### src/host_proto_pkg.sv
// Host SPI protocol definitions with bit 7 of the command byte selecting read and 12 byte frames
`default_nettype none

package host_proto_pkg;

    localparam int SPI_BYTE_WIDTH = 8;

    // Response and request buffers share one length
    localparam int RES_BUF_LEN = 12;

    // Byte counter saturates at the buffer length
    localparam int BYTE_CNT_WIDTH = $clog2(RES_BUF_LEN + 1);

    // Hall health bits carried in the status byte
    localparam int STATUS_HALL_BITS = 4;

    // Pattern for unknown reads, easy to spot on a scope
    localparam logic [SPI_BYTE_WIDTH-1:0] FILL_BYTE = 8'hAA;

    typedef logic [SPI_BYTE_WIDTH-1:0] spi_byte_t;

    typedef enum logic [SPI_BYTE_WIDTH-2:0] {
        CMD_UPDATE_MTRS     = 7'h00,
        CMD_ENCODER_COUNT   = 7'h11,
        CMD_DUTY_CYCLE      = 7'h13,
        CMD_TOGGLE_MOTOR_EN = 7'h30
    } cmd_op_e;

    typedef enum logic {
        CMD_WRITE = 1'b0,
        CMD_READ  = 1'b1
    } cmd_rw_e;

    // First response byte of every transfer
    typedef struct packed {
        logic                        motors_en;
        logic                        wdt_tripped;
        logic [1:0]                  zero;
        logic [STATUS_HALL_BITS-1:0] hall_ok;
    } status_t;

endpackage

`default_nettype wire

### src/motor_cfg_pkg.sv
// Motor constants and types for four wheel motors with hall and encoder bits ordered as named
`default_nettype none

package motor_cfg_pkg;

    // Four wheel motors, one encoder each
    localparam int NUM_MOTORS = 4;

    // Duty cycle resolution sets the PWM frame length in sysclk cycles
    localparam int DUTY_WIDTH = 10;
    localparam int PWM_PERIOD = 1 << DUTY_WIDTH;

    localparam int ENC_COUNT_WIDTH = 16;

    // Watchdog advances once every 4 sysclk
    localparam int WDT_PRESCALE_WIDTH = 2;
    localparam int WDT_COUNT_WIDTH = 16;

    // Hall code reads as {a, b, c}
    typedef struct packed {
        logic a;
        logic b;
        logic c;
    } hall_t;

    typedef struct packed {
        logic a;
        logic b;
    } enc_t;

    // High and low side gate per phase
    typedef struct packed {
        logic ah;
        logic al;
        logic bh;
        logic bl;
        logic ch;
        logic cl;
    } phase_t;

    typedef logic [DUTY_WIDTH-1:0] duty_t;
    typedef logic [ENC_COUNT_WIDTH-1:0] enc_count_t;

endpackage

`default_nettype wire

### src/host_cmd_engine.sv
// Host command decoder and motor registers where a request acts only at chip select release
`timescale 1ns/1ps
`default_nettype none

module host_cmd_engine import motor_cfg_pkg::*, host_proto_pkg::*; (
    input  wire                              sysclk,
    input  wire                              watchdog_timer_reset_flag,
    input  wire spi_byte_t                   rx_byte_i,
    input  wire                              byte_done_i,
    input  wire                              start_i,
    input  wire                              end_i,
    input  wire enc_count_t [NUM_MOTORS-1:0] enc_count_i,
    input  wire [WDT_COUNT_WIDTH-1:0]        wdt_count_i,
    input  wire                              wdt_trip_i,
    input  wire [NUM_MOTORS-1:0]             hall_ok_i,
    output spi_byte_t                        tx_byte_o,
    output duty_t      [NUM_MOTORS-1:0]      duty_o,
    output logic                             motors_en_o,
    output logic                             clear_o
);

    logic [BYTE_CNT_WIDTH-1:0] byte_cnt;
    logic                      wdt_tripped_q;
    spi_byte_t                 req_buf [RES_BUF_LEN];
    spi_byte_t                 res_buf [1:RES_BUF_LEN-1];
    status_t                   status;
    cmd_rw_e                   rx_rw;
    cmd_op_e                   rx_op;
    cmd_rw_e                   req_rw;
    cmd_op_e                   req_op;
    logic                      cmd_done;

    // Command arriving now and command stored for the end of transfer
    assign rx_rw    = cmd_rw_e'(rx_byte_i[SPI_BYTE_WIDTH-1]);
    assign rx_op    = cmd_op_e'(rx_byte_i[SPI_BYTE_WIDTH-2:0]);
    assign req_rw   = cmd_rw_e'(req_buf[0][SPI_BYTE_WIDTH-1]);
    assign req_op   = cmd_op_e'(req_buf[0][SPI_BYTE_WIDTH-2:0]);
    assign cmd_done = byte_done_i && (byte_cnt == '0);

    assign status = '{
        motors_en:   motors_en_o,
        wdt_tripped: wdt_tripped_q,
        zero:        2'b00,
        hall_ok:     hall_ok_i
    };

    // Position 0 is always the live status, also on the start cycle itself
    always_comb begin
        if (start_i || byte_cnt == '0) begin
            tx_byte_o = status;
        end else if (byte_cnt < RES_BUF_LEN) begin
            tx_byte_o = res_buf[byte_cnt];
        end else begin
            tx_byte_o = FILL_BYTE;
        end
    end

    always_ff @(posedge sysclk) begin
        if (watchdog_timer_reset_flag) begin
            byte_cnt      <= '0;
            duty_o        <= '0;
            motors_en_o   <= 1'b0;
            wdt_tripped_q <= 1'b0;
            clear_o       <= 1'b0;
        end else begin
            clear_o <= 1'b0;
            if (start_i) begin
                byte_cnt <= '0;
            end else if (byte_done_i && byte_cnt < RES_BUF_LEN) begin
                byte_cnt <= byte_cnt + 1'b1;
            end
            // Counts are latched on the same edge, cleared the cycle after
            if (cmd_done && rx_rw == CMD_READ && rx_op == CMD_UPDATE_MTRS) begin
                clear_o <= 1'b1;
            end
            // Watchdog expiry wins over any host request
            if (wdt_trip_i) begin
                motors_en_o   <= 1'b0;
                wdt_tripped_q <= 1'b1;
            end else if (end_i) begin
                if (req_rw == CMD_READ && req_op == CMD_UPDATE_MTRS
                    && byte_cnt == 2 * NUM_MOTORS + 1) begin
                    // Duties arrive low byte first per motor
                    for (int j = 0; j < NUM_MOTORS; j++) begin
                        duty_o[j] <= {req_buf[2*j+2][DUTY_WIDTH-SPI_BYTE_WIDTH-1:0],
                                      req_buf[2*j+1]};
                    end
                    motors_en_o   <= 1'b1;
                    wdt_tripped_q <= 1'b0;
                end else if (req_op == CMD_TOGGLE_MOTOR_EN && byte_cnt == 2) begin
                    motors_en_o <= (req_rw == CMD_READ);
                end
            end
        end
    end

    // Buffers hold payload only
    always_ff @(posedge sysclk) begin
        if (byte_done_i && byte_cnt < RES_BUF_LEN) begin
            req_buf[byte_cnt] <= rx_byte_i;
        end
        if (cmd_done && rx_rw == CMD_READ) begin
            for (int i = 1; i < RES_BUF_LEN; i++) begin
                res_buf[i] <= FILL_BYTE;
            end
            case (rx_op)
                CMD_UPDATE_MTRS, CMD_ENCODER_COUNT: begin
                    // Snapshot of all counts, high byte first
                    for (int j = 0; j < NUM_MOTORS; j++) begin
                        res_buf[2*j+1] <= enc_count_i[j][ENC_COUNT_WIDTH-1 -: SPI_BYTE_WIDTH];
                        res_buf[2*j+2] <= enc_count_i[j][SPI_BYTE_WIDTH-1:0];
                    end
                    res_buf[2*NUM_MOTORS+1] <= wdt_count_i[WDT_COUNT_WIDTH-1 -: SPI_BYTE_WIDTH];
                    res_buf[2*NUM_MOTORS+2] <= wdt_count_i[SPI_BYTE_WIDTH-1:0];
                end
                CMD_DUTY_CYCLE: begin
                    for (int j = 0; j < NUM_MOTORS; j++) begin
                        res_buf[2*j+1] <= spi_byte_t'(duty_o[j][DUTY_WIDTH-1:SPI_BYTE_WIDTH]);
                        res_buf[2*j+2] <= duty_o[j][SPI_BYTE_WIDTH-1:0];
                    end
                end
                default: begin
                    // Fill pattern already loaded
                end
            endcase
        end
    end

endmodule

`default_nettype wire

### config.mk
export PLATFORM = sky130hd
export DESIGN_NAME = host_cmd_engine
export DESIGN_NICKNAME = d
export VERILOG_FILES = /design/src/host_proto_pkg.sv /design/src/motor_cfg_pkg.sv /design/src/host_cmd_engine.sv
export SDC_FILE = /design/constraint.sdc
export NUM_CORES = 1
export LEC_CHECK = 0
export BUFFER_PORTS_ARGS = -buffer_cell sky130_fd_sc_hd__clkbuf_2
export CAP_MARGIN = 20
export CELL_PAD_IN_SITES_DETAIL_PLACEMENT = 1
export CELL_PAD_IN_SITES_GLOBAL_PLACEMENT = 1
export CORE_MARGIN = 8
export CORE_UTILIZATION = 47
export DETAILED_ROUTE_END_ITERATION = 12
export MAX_ROUTING_LAYER = met4
export PLACE_DENSITY_LB_ADDON = 0.1
export SETUP_SLACK_MARGIN = 0.1
export SLEW_MARGIN = 20
export SYNTH_ARGS = -nofsm -noshare
export SYNTH_HDL_FRONTEND = slang
export SYNTH_SLANG_ARGS = --single-unit
### constraint.sdc
create_clock -name sysclk -period 11.44 [get_ports sysclk]
set_input_delay 1.716 -clock sysclk [delete_from_list [all_inputs] [get_ports sysclk]]
set_output_delay 1.716 -clock sysclk [all_outputs]
set_load 0.01 [all_outputs]
==> results of run 1 <==
[final timing paths]
check              start           end  depth (start not counted)  slack, ps
max              start_i  tx_byte_o[7]                          5       6920
min           duty_o[28]    duty_o[28]                          2        500
max reg2reg  byte_cnt[1]     duty_o[7]                          7       8720
min reg2reg   duty_o[28]    duty_o[28]                          2        500
[per-stage QoR]
| stage | instances | power [mW] |
|---|---|---|
| CTS | 938 | 1.360 |
| global placement | 905 | 0.7819 |
| floorplan | 580 | 0.7497 |
| global route | 938 | 1.389 |
| finish | 938 | 1.353 |
| detailed placement | 906 | 0.7840 |
[critical path, cell delays in order]
cell and delay (ps):
clkbuf_2 170, a21oi_1 510, nor2_1 100, a21oi_1 160, clkbuf_2 160
[state kept, by name (all words and copies together) (netlist names), named ones only]
register / cells
clear_o: 1
req_buf: 48
res_buf: 80
wdt_tripped_q: 1
motors_en_o: 1
duty_o: 40
byte_cnt: 4
[cells in the final DEF, fill, tap and decap left out, types with 9 or more instances in the layout]
master     synthesis  layout
a211oi_1           9       9
a21oi_1           52      52
a22o_1            20      20
and2_1            21      21
clkbuf_16          0      19
clkbuf_2           4     147
dfxtp_1           51      51
edfxtp_1         128     128
mux2i_1           23      23
nand2_1           13      13
nand2b_1          13      13
nand3_1           41      41
nor2_1            20      17
nor3_1            10       9
o21a_1            12      12
o21ai_0           42      42
o22a_1            20      20
[cell families after synthesis]
logic type      Yosys count  synth area share, %
fa+ha+maj                 4               0.6747
xor+xnor                  2               0.2362
simple gates            144                10.71
mux                      30                4.773
buf+inv                  48                2.850
compound gates          173                15.18
flops                   179                65.58
[area by class of cell]
class,count,share of cell area (%)
multi-input combinational,353,26.57
clock inverter,10,1.051
clock buffer,22,5.678
tap,216,3.028
timing repair buffer,156,9.085
sequential,179,54.51
inverter,2,0.08412
[cell usage after synthesis, types with 13 or more instances]
| cell | instances |
|---|---|
| edfxtp_1 | 128 |
| a21oi_1 | 52 |
| dfxtp_1 | 51 |
| o21ai_0 | 42 |
| nand3_1 | 41 |
| clkbuf_1 | 24 |
| mux2i_1 | 23 |
| and2_1 | 21 |
| a22o_1 | 20 |
| nor2_1 | 20 |
| o22a_1 | 20 |
| nand2_1 | 13 |
| nand2b_1 | 13 |
[layer usage]
layer,part of all wire (%),GRT usage (%)
met2,51,36.72
met5,0,-
met4,1.6,7.010
met3,4.8,5.108
met1,43,28.65
[power groups by stage]
| stage | clock, mW | sequential [mW] | combinational [mW] |
|---|---|---|---|
| floorplan | 0 | 0.722 | 0.0280 |
| global placement | 0 | 0.723 | 0.0593 |
| detailed placement | 0 | 0.723 | 0.0608 |
| CTS | 0.590 | 0.709 | 0.0611 |
| global route | 0.613 | 0.710 | 0.0661 |
| finish | 0.583 | 0.709 | 0.0605 |
==> flow_summary.toml, run 1 <==
[power_and_ir_drop]
p_leak_nw = 3.253
p_clk_share_pct = 43.1
powerDensity_nw_per_um2 = 151.6
irDropWorstVdd_v = 0.0001234
p_int_mw = 1.066
p_sw_share_pct = 21.16
pwr-share-seq_pct = 52.4
p_comb_share_pct = 4.5
p_sw_mw = 0.2863

[timing]
setup_viol = 0
timing.fmax_ghz = 0.2210
relSlewSlack_pct = 29.05
maxSlewViolCount = 0
worst_slack_ps = 6915
finalCriticalPeriod_ps = 4525
hold_violations = 0
fin_crit_sh_pct = 39.55
clock_skew_ps = 6.974
grt_setup_unrepaired = "no"
tns_ps = 0
worstMarginPinSlew_ps = 1064
hold-worst-slack_ps = 495.9

[place]
dpl_cell_area_um2 = 8313
post-place-ws_ps = 6920
io_buffers = 147
dp_hpwl_um = 15730
place_congestion = 0.8338

[floorplanning]
start_util_pct = 47.39
die_x_um = 141.6
core_area_um2 = 15660
io_pins = 148
row_count = 46
die_h_um = 141.6
die-area_um2 = 20060

[clock_network]
clock-sinks = 179
cts_resized = 0
cts_hold_buf = 0
cts_tree = "yes"
cts_setup_buffers = 0
worstSkewPairLatency_ps = 430
ctsRootBufferMaster = "clkbuf_16"
path_clk_slew_ps = 60
htree_levels = 4
cts_made_buffers = 17
clockBufferDepth = 2

[status]
outcome = "completed"

[setup_path]
critical_path.startpoint_type = "input port"
cp.arrival_ps = 2810
setup.worst_path.end_class = "output port"
crit_required_ps = 9720
worst-path-max-fanout = 7
crit_type = "input port to output port"

[final_layout]
multi_input_area_um2 = 2371
antennaDiodeCount = 0
areaGrowthSynthToFinish_pct = 20.31
design_area_um2 = 8925
drive_gt1_share_pct = 28.12
layout.nets = 811
seqCellArea_um2 = 4865
n_fill_cell = 1637
post-route-util_pct = 57.01

[routing]
dr_total_vias = 5367
post_drt_wl_per_cell_um = 23.39
via_per_inst = 5.722
wl_um = 21940
drc = 0
dr.pass1.iters = 5
drt_iter0_drc = 407
postRouteAntennaNets = 0

[global_route]
antenna_found_initial = 0
overflow = 0
grt_max_degree = 65
grt_pass1_vias = 5685
grt_pass1_wl_um = 33610
grt_use_total_pct = 22.93

[synthesis]
synth_seq_cells = 179
synth_edf_count = 128
synth_area_um2 = 7418
ys.warnings.count = 0
ys_top_cells_by_area = "edfxtp_1, dfxtp_1, a21oi_1"
avgSynthCellArea_um2 = 12.79
ys_types = 48
synth_ff_type = "edfxtp_1"
async_flop_share_pct = 0
yosys.area.top_type_share_pct = 51.81
seq_area_frac_synth_pct = 65.58
syn_nets = 682
yosys.area.top_type = "edfxtp_1"
syn-instance-count = 580

[hold_path]
hold_class = "register to register"

[run]
cap_violations = 0
No activity file was read; power rests on OpenSTA's default activity.
==> inputs of run 2 (changes only) <==
- CORE_UTILIZATION: 47 -> 44
- clock period: 11.44 -> 4.5 ns (I/O delays scaled with it)
==> flow_summary.toml, run 2 (synthesis results as in run 1) <==
[status]
outcome = "completed"

[final_layout]
antennaDiodeCount = 0
regMostFlops = "res_buf"
layout.nets = 813
areaGrowthSynthToFinish_pct = 20.73
drive_gt1_share_pct = 28.18
reg_top3 = "res_buf (80), req_buf (48), duty_o (40)"
n_fill_cell = 1755
largest_reg_flops = 80
final_cell_mix = "clkbuf_2, edfxtp_1, a21oi_1"
layout_commonest_cell = "clkbuf_2"

[timing]
relSlewSlack_pct = 30.90
hold-worst-slack_ps = 502.0
grt_setup_unrepaired = "no"
hold_violations = 0
timing.fmax_ghz = 0.3206
worst_slack_ps = 1381
setup_viol = 0
maxSlewViolCount = 0
clock_skew_ps = 4.788
tns_ps = 0
finalCriticalPeriod_ps = 3119
worstMarginPinSlew_ps = 1036
fin_crit_sh_pct = 69.31

[clock_network]
cts_made_buffers = 17
ctsRootBufferMaster = "clkbuf_16"
clockBufferDepth = 2
path_clk_slew_ps = 60
cts_resized = 0
cts_setup_buffers = 0
clock-sinks = 179
htree_levels = 4
cts_hold_buf = 0
worstSkewPairLatency_ps = 420
cts_tree = "yes"

[routing]
via_per_inst = 5.594
drt_iter0_drc = 278
post_drt_wl_per_cell_um = 23.12
dr_total_vias = 5281
dr.pass1.iters = 5
wl_um = 21830
postRouteAntennaNets = 0
drc = 0

[floorplanning]
die_h_um = 145.8
core_area_um2 = 16520
start_util_pct = 44.89
io_pins = 148
die_x_um = 145.8
die-area_um2 = 21270
row_count = 47

[setup_path]
cpPeakStageDelay_ps = 760
critical_path.startpoint_type = "register"
crit_family = "flip-flops"
path_cells = "buf_4 > nor2b_1 > a221oi_1 > nand2_1 > a31oi_1 > clkbuf_2"
crit_type = "register to output port"
worst-path-max-fanout = 19
crit_required_ps = 3830
cp.arrival_ps = 2440
crit_buf_inv = 2
setup.worst_path.end_class = "output port"
cp_slowest_cell = "dfxtp_1"

[global_route]
grt_pass1_vias = 5678
grt_pass1_wl_um = 33630
antenna_found_initial = 0
grt_max_degree = 65
grt_use_total_pct = 21.04
overflow = 0

[power_and_ir_drop]
powerDensity_nw_per_um2 = 388.2
irDropWorstVdd_v = 0.0002725
p_total_mw = 3.477
p_leak_nw = 3.254

[place]
io_buffers = 147
place_congestion = 0.8619
post-place-ws_ps = 1700
dp_hpwl_um = 15680

[hold_path]
hold_class = "register to register"

[run]
cap_violations = 0
[run 2: changes by cell type in the layout (fill, tap and decap cells not counted), moves of 2 or more]
cell / before / now
clkinv_2: 3 / 0
buf_4: 8 / 10
inv_4: 1 / 3
inv_6: 2 / 0
[run 2: final timing paths]
path	end	cells past startpoint	slack, ps	startpoint
setup / recovery	tx_byte_o[5]	6	1380	register
hold / removal	duty_o[21]	2	500	duty_o[21]
setup reg to reg	duty_o[33]	7	1940	byte_cnt[1]
hold reg to reg	duty_o[21]	2	500	duty_o[21]
[run 2: area by class of cell]
class,count,area (um2),area share [%]
Tap cell,220,275.3,3.073
Clock buffer,22,495.5,5.532
Timing Repair Buffer,158,830.8,9.276
Sequential cell,179,4865,54.32
Inverter,2,7.507,0.08382
Multi-Input combinational cell,353,2362,26.38
Clock inverter,10,120.1,1.341
[run 2: metal layers]
layer / global-route usage, % / wire length, um / part of all wire [%] / vias to the layer above
li1: - / - / - / 2482
met1: 25.85 / 9581 / 44 / 2660
met2: 34.65 / 10980 / 50 / 122
met3: 3.731 / 883 / 4.0 / 17
met4: 6.767 / 383 / 1.8 / 0
met5: - / 0 / 0 / -
[run 2: tightest hold or removal path, stage by stage, from the launching register on]
cell	delay, ps
dfxtp_1	330
o21ai_0	70
a21oi_1	60
[run 2: through the flow]
stage | cells | instance area (um2) | utilization, %
after floorplan | 580 | 7421 | -
after global placement | 911 | 8328 | 50.40
after detailed placement | 911 | 8328 | 50.40
after CTS | 943 | 8944 | 54.12
after global routing | 944 | 8956 | 54.20
final | 944 | 8956 | 54.20
[run 2: report_power, final]
part | internal [mW] | switching (mW) | total (mW) | leakage (nW)
registers | 1.79 | 0.0110 | 1.80 | 1.66
logic | 0.0592 | 0.0947 | 0.154 | 1.30
clock network | 0.900 | 0.621 | 1.52 | 0.299
==> inputs of run 3 (changes only) <==
- clock period: 4.5 -> 3.1 ns (I/O delays scaled with it)
==> flow_summary.toml, run 3 (synthesis results as in run 1) <==
[global_route]
grt_max_degree = 65
grt_pass1_vias = 5809
grt_pass1_wl_um = 34640
grt_use_total_pct = 21.93
overflow = 0
antenna_found_initial = 2

[setup_path]
cpPeakStageDelay_ps = 690
crit_buf_inv = 1
crit_required_ps = 2630
crit_family = "flip-flops"
setup.worst_path.end_class = "output port"
worst-path-max-fanout = 9
cp_slowest_cell = "dfxtp_1"
crit_type = "register to output port"
path_cells = "mux4_2 > a211oi_1 > o31ai_1 > clkbuf_2"
critical_path.startpoint_type = "register"
cp.arrival_ps = 2310

[timing]
maxSlewViolCount = 0
clock_skew_ps = 10.29
tns_ps = 0
timing.fmax_ghz = 0.3601
finalCriticalPeriod_ps = 2777
setup_viol = 0
hold-worst-slack_ps = 289.2
grt_setup_unrepaired = "no"
relSlewSlack_pct = 44.94
hold_violations = 0
worstMarginPinSlew_ps = 818.3
fin_crit_sh_pct = 89.58

[run]
cap_violations = 0

[final_layout]
drive_gt1_share_pct = 28.96
regMostFlops = "res_buf"
layout_commonest_cell = "clkbuf_2"
areaGrowthSynthToFinish_pct = 21.05
final_cell_mix = "clkbuf_2, edfxtp_1, a21oi_1"
layout.nets = 821
reg_top3 = "res_buf (80), req_buf (48), duty_o (40)"
largest_reg_flops = 80
n_fill_cell = 1737

[clock_network]
path_clk_slew_ps = 70
cts_setup_buffers = 0
ctsRootBufferMaster = "clkbuf_16"
worstSkewPairLatency_ps = 430
cts_hold_buf = 0
cts_resized = 0
clockBufferDepth = 2
clock-sinks = 179
cts_made_buffers = 17
htree_levels = 4
cts_tree = "yes"

[power_and_ir_drop]
p_comb_share_pct = 4.7
powerDensity_nw_per_um2 = 548.8
p_leak_nw = 3.273
irDropWorstVdd_v = 0.0004115
p_sw_share_pct = 23.11
p_sw_mw = 1.139
p_clk_share_pct = 42.2
p_int_mw = 3.789
pwr-share-seq_pct = 53.1

[floorplanning]
io_pins = 148
core_area_um2 = 16520
die_x_um = 145.8
die-area_um2 = 21270
die_h_um = 145.8
start_util_pct = 44.89
row_count = 47

[routing]
dr_total_vias = 5284
via_per_inst = 5.539
post_drt_wl_per_cell_um = 23.33
drc = 0
drt_iter0_drc = 369
wl_um = 22260
postRouteAntennaNets = 0
dr.pass1.iters = 5

[place]
dp_hpwl_um = 15910
place_congestion = 0.8611
io_buffers = 147

[status]
outcome = "completed"

[hold_path]
hold_class = "input port to register"
==> run 3: cell types whose count changed in the layout (fill, tap and decap cells not counted) <==
| cell | change |
|---|---|
| nor3_2 | -1 |
| inv_6 | +5 |
| nor3_1 | +1 |
| diode_2 | +2 |
| clkbuf_1 | -1 |
| bufinv_16 | -2 |
| inv_4 | -2 |
| clkbuf_8 | -1 |
| clkbuf_16 | -1 |
| inv_8 | +2 |
| buf_4 | +7 |
| buf_12 | +1 |
==> run 3: area by class of cell <==
cell class	count	area (um2)	share of cell area [%]
Multi-Input combinational cell	353	2357	26.25
Antenna cell	2	5.005	0.05573
Timing Repair Buffer	166	903.4	10.06
Sequential cell	179	4865	54.17
Clock inverter	13	113.9	1.268
Inverter	2	7.507	0.08360
Tap cell	220	275.3	3.065
Clock buffer	19	452.9	5.044
==> run 3: routing by layer <==
| layer | up-vias | part of all wire (%) | global-route usage (%) | wire length [um] |
|---|---|---|---|---|
| met1 | 2625 | 45 | 27.14 | 9946 |
| met4 | 0 | 1.6 | 7.132 | 362 |
| met2 | 140 | 50 | 35.02 | 11060 |
| li1 | 2500 | - | - | - |
| met5 | - | 0 | - | 0 |
| met3 | 19 | 4.0 | 5.006 | 892 |
==> run 3: power groups by stage <==
stage          clock network (mW)  registers (mW)  logic, mW
2_1_floorplan                   0            2.66      0.105
3_3_place_gp                    0            2.67      0.224
3_5_place_dp                    0            2.67      0.231
4_1_cts                      2.11            2.62      0.232
5_1_grt                      2.21            2.62      0.249
6_report                     2.08            2.62      0.230
==> run 3: through the flow <==
stage	worst slack [ps]	cell area (um2)	instances	power (mW)	utilization [%]
6_report	322.9	8980	954	4.928	54.34
2_1_floorplan	671.0	7426	580	2.765	-
4_1_cts	311.2	8975	952	4.964	54.31
3_5_place_dp	619.8	8408	920	2.901	50.88
5_1_grt	151.8	8980	954	5.078	54.34
3_3_place_gp	709.7	8408	920	2.893	50.88
==> run 3: final timing paths <==
path	startpoint	endpoint	slack, ps	cells after the start
worst max register to register	byte_cnt[0]	res_buf[6][4]	780	6
worst min register to register	duty_o[29]	duty_o[29]	510	2
worst min-delay path	rx_byte_i[5]	req_buf[0][5]	290	1
worst max-delay path	register	tx_byte_o[0]	320	4
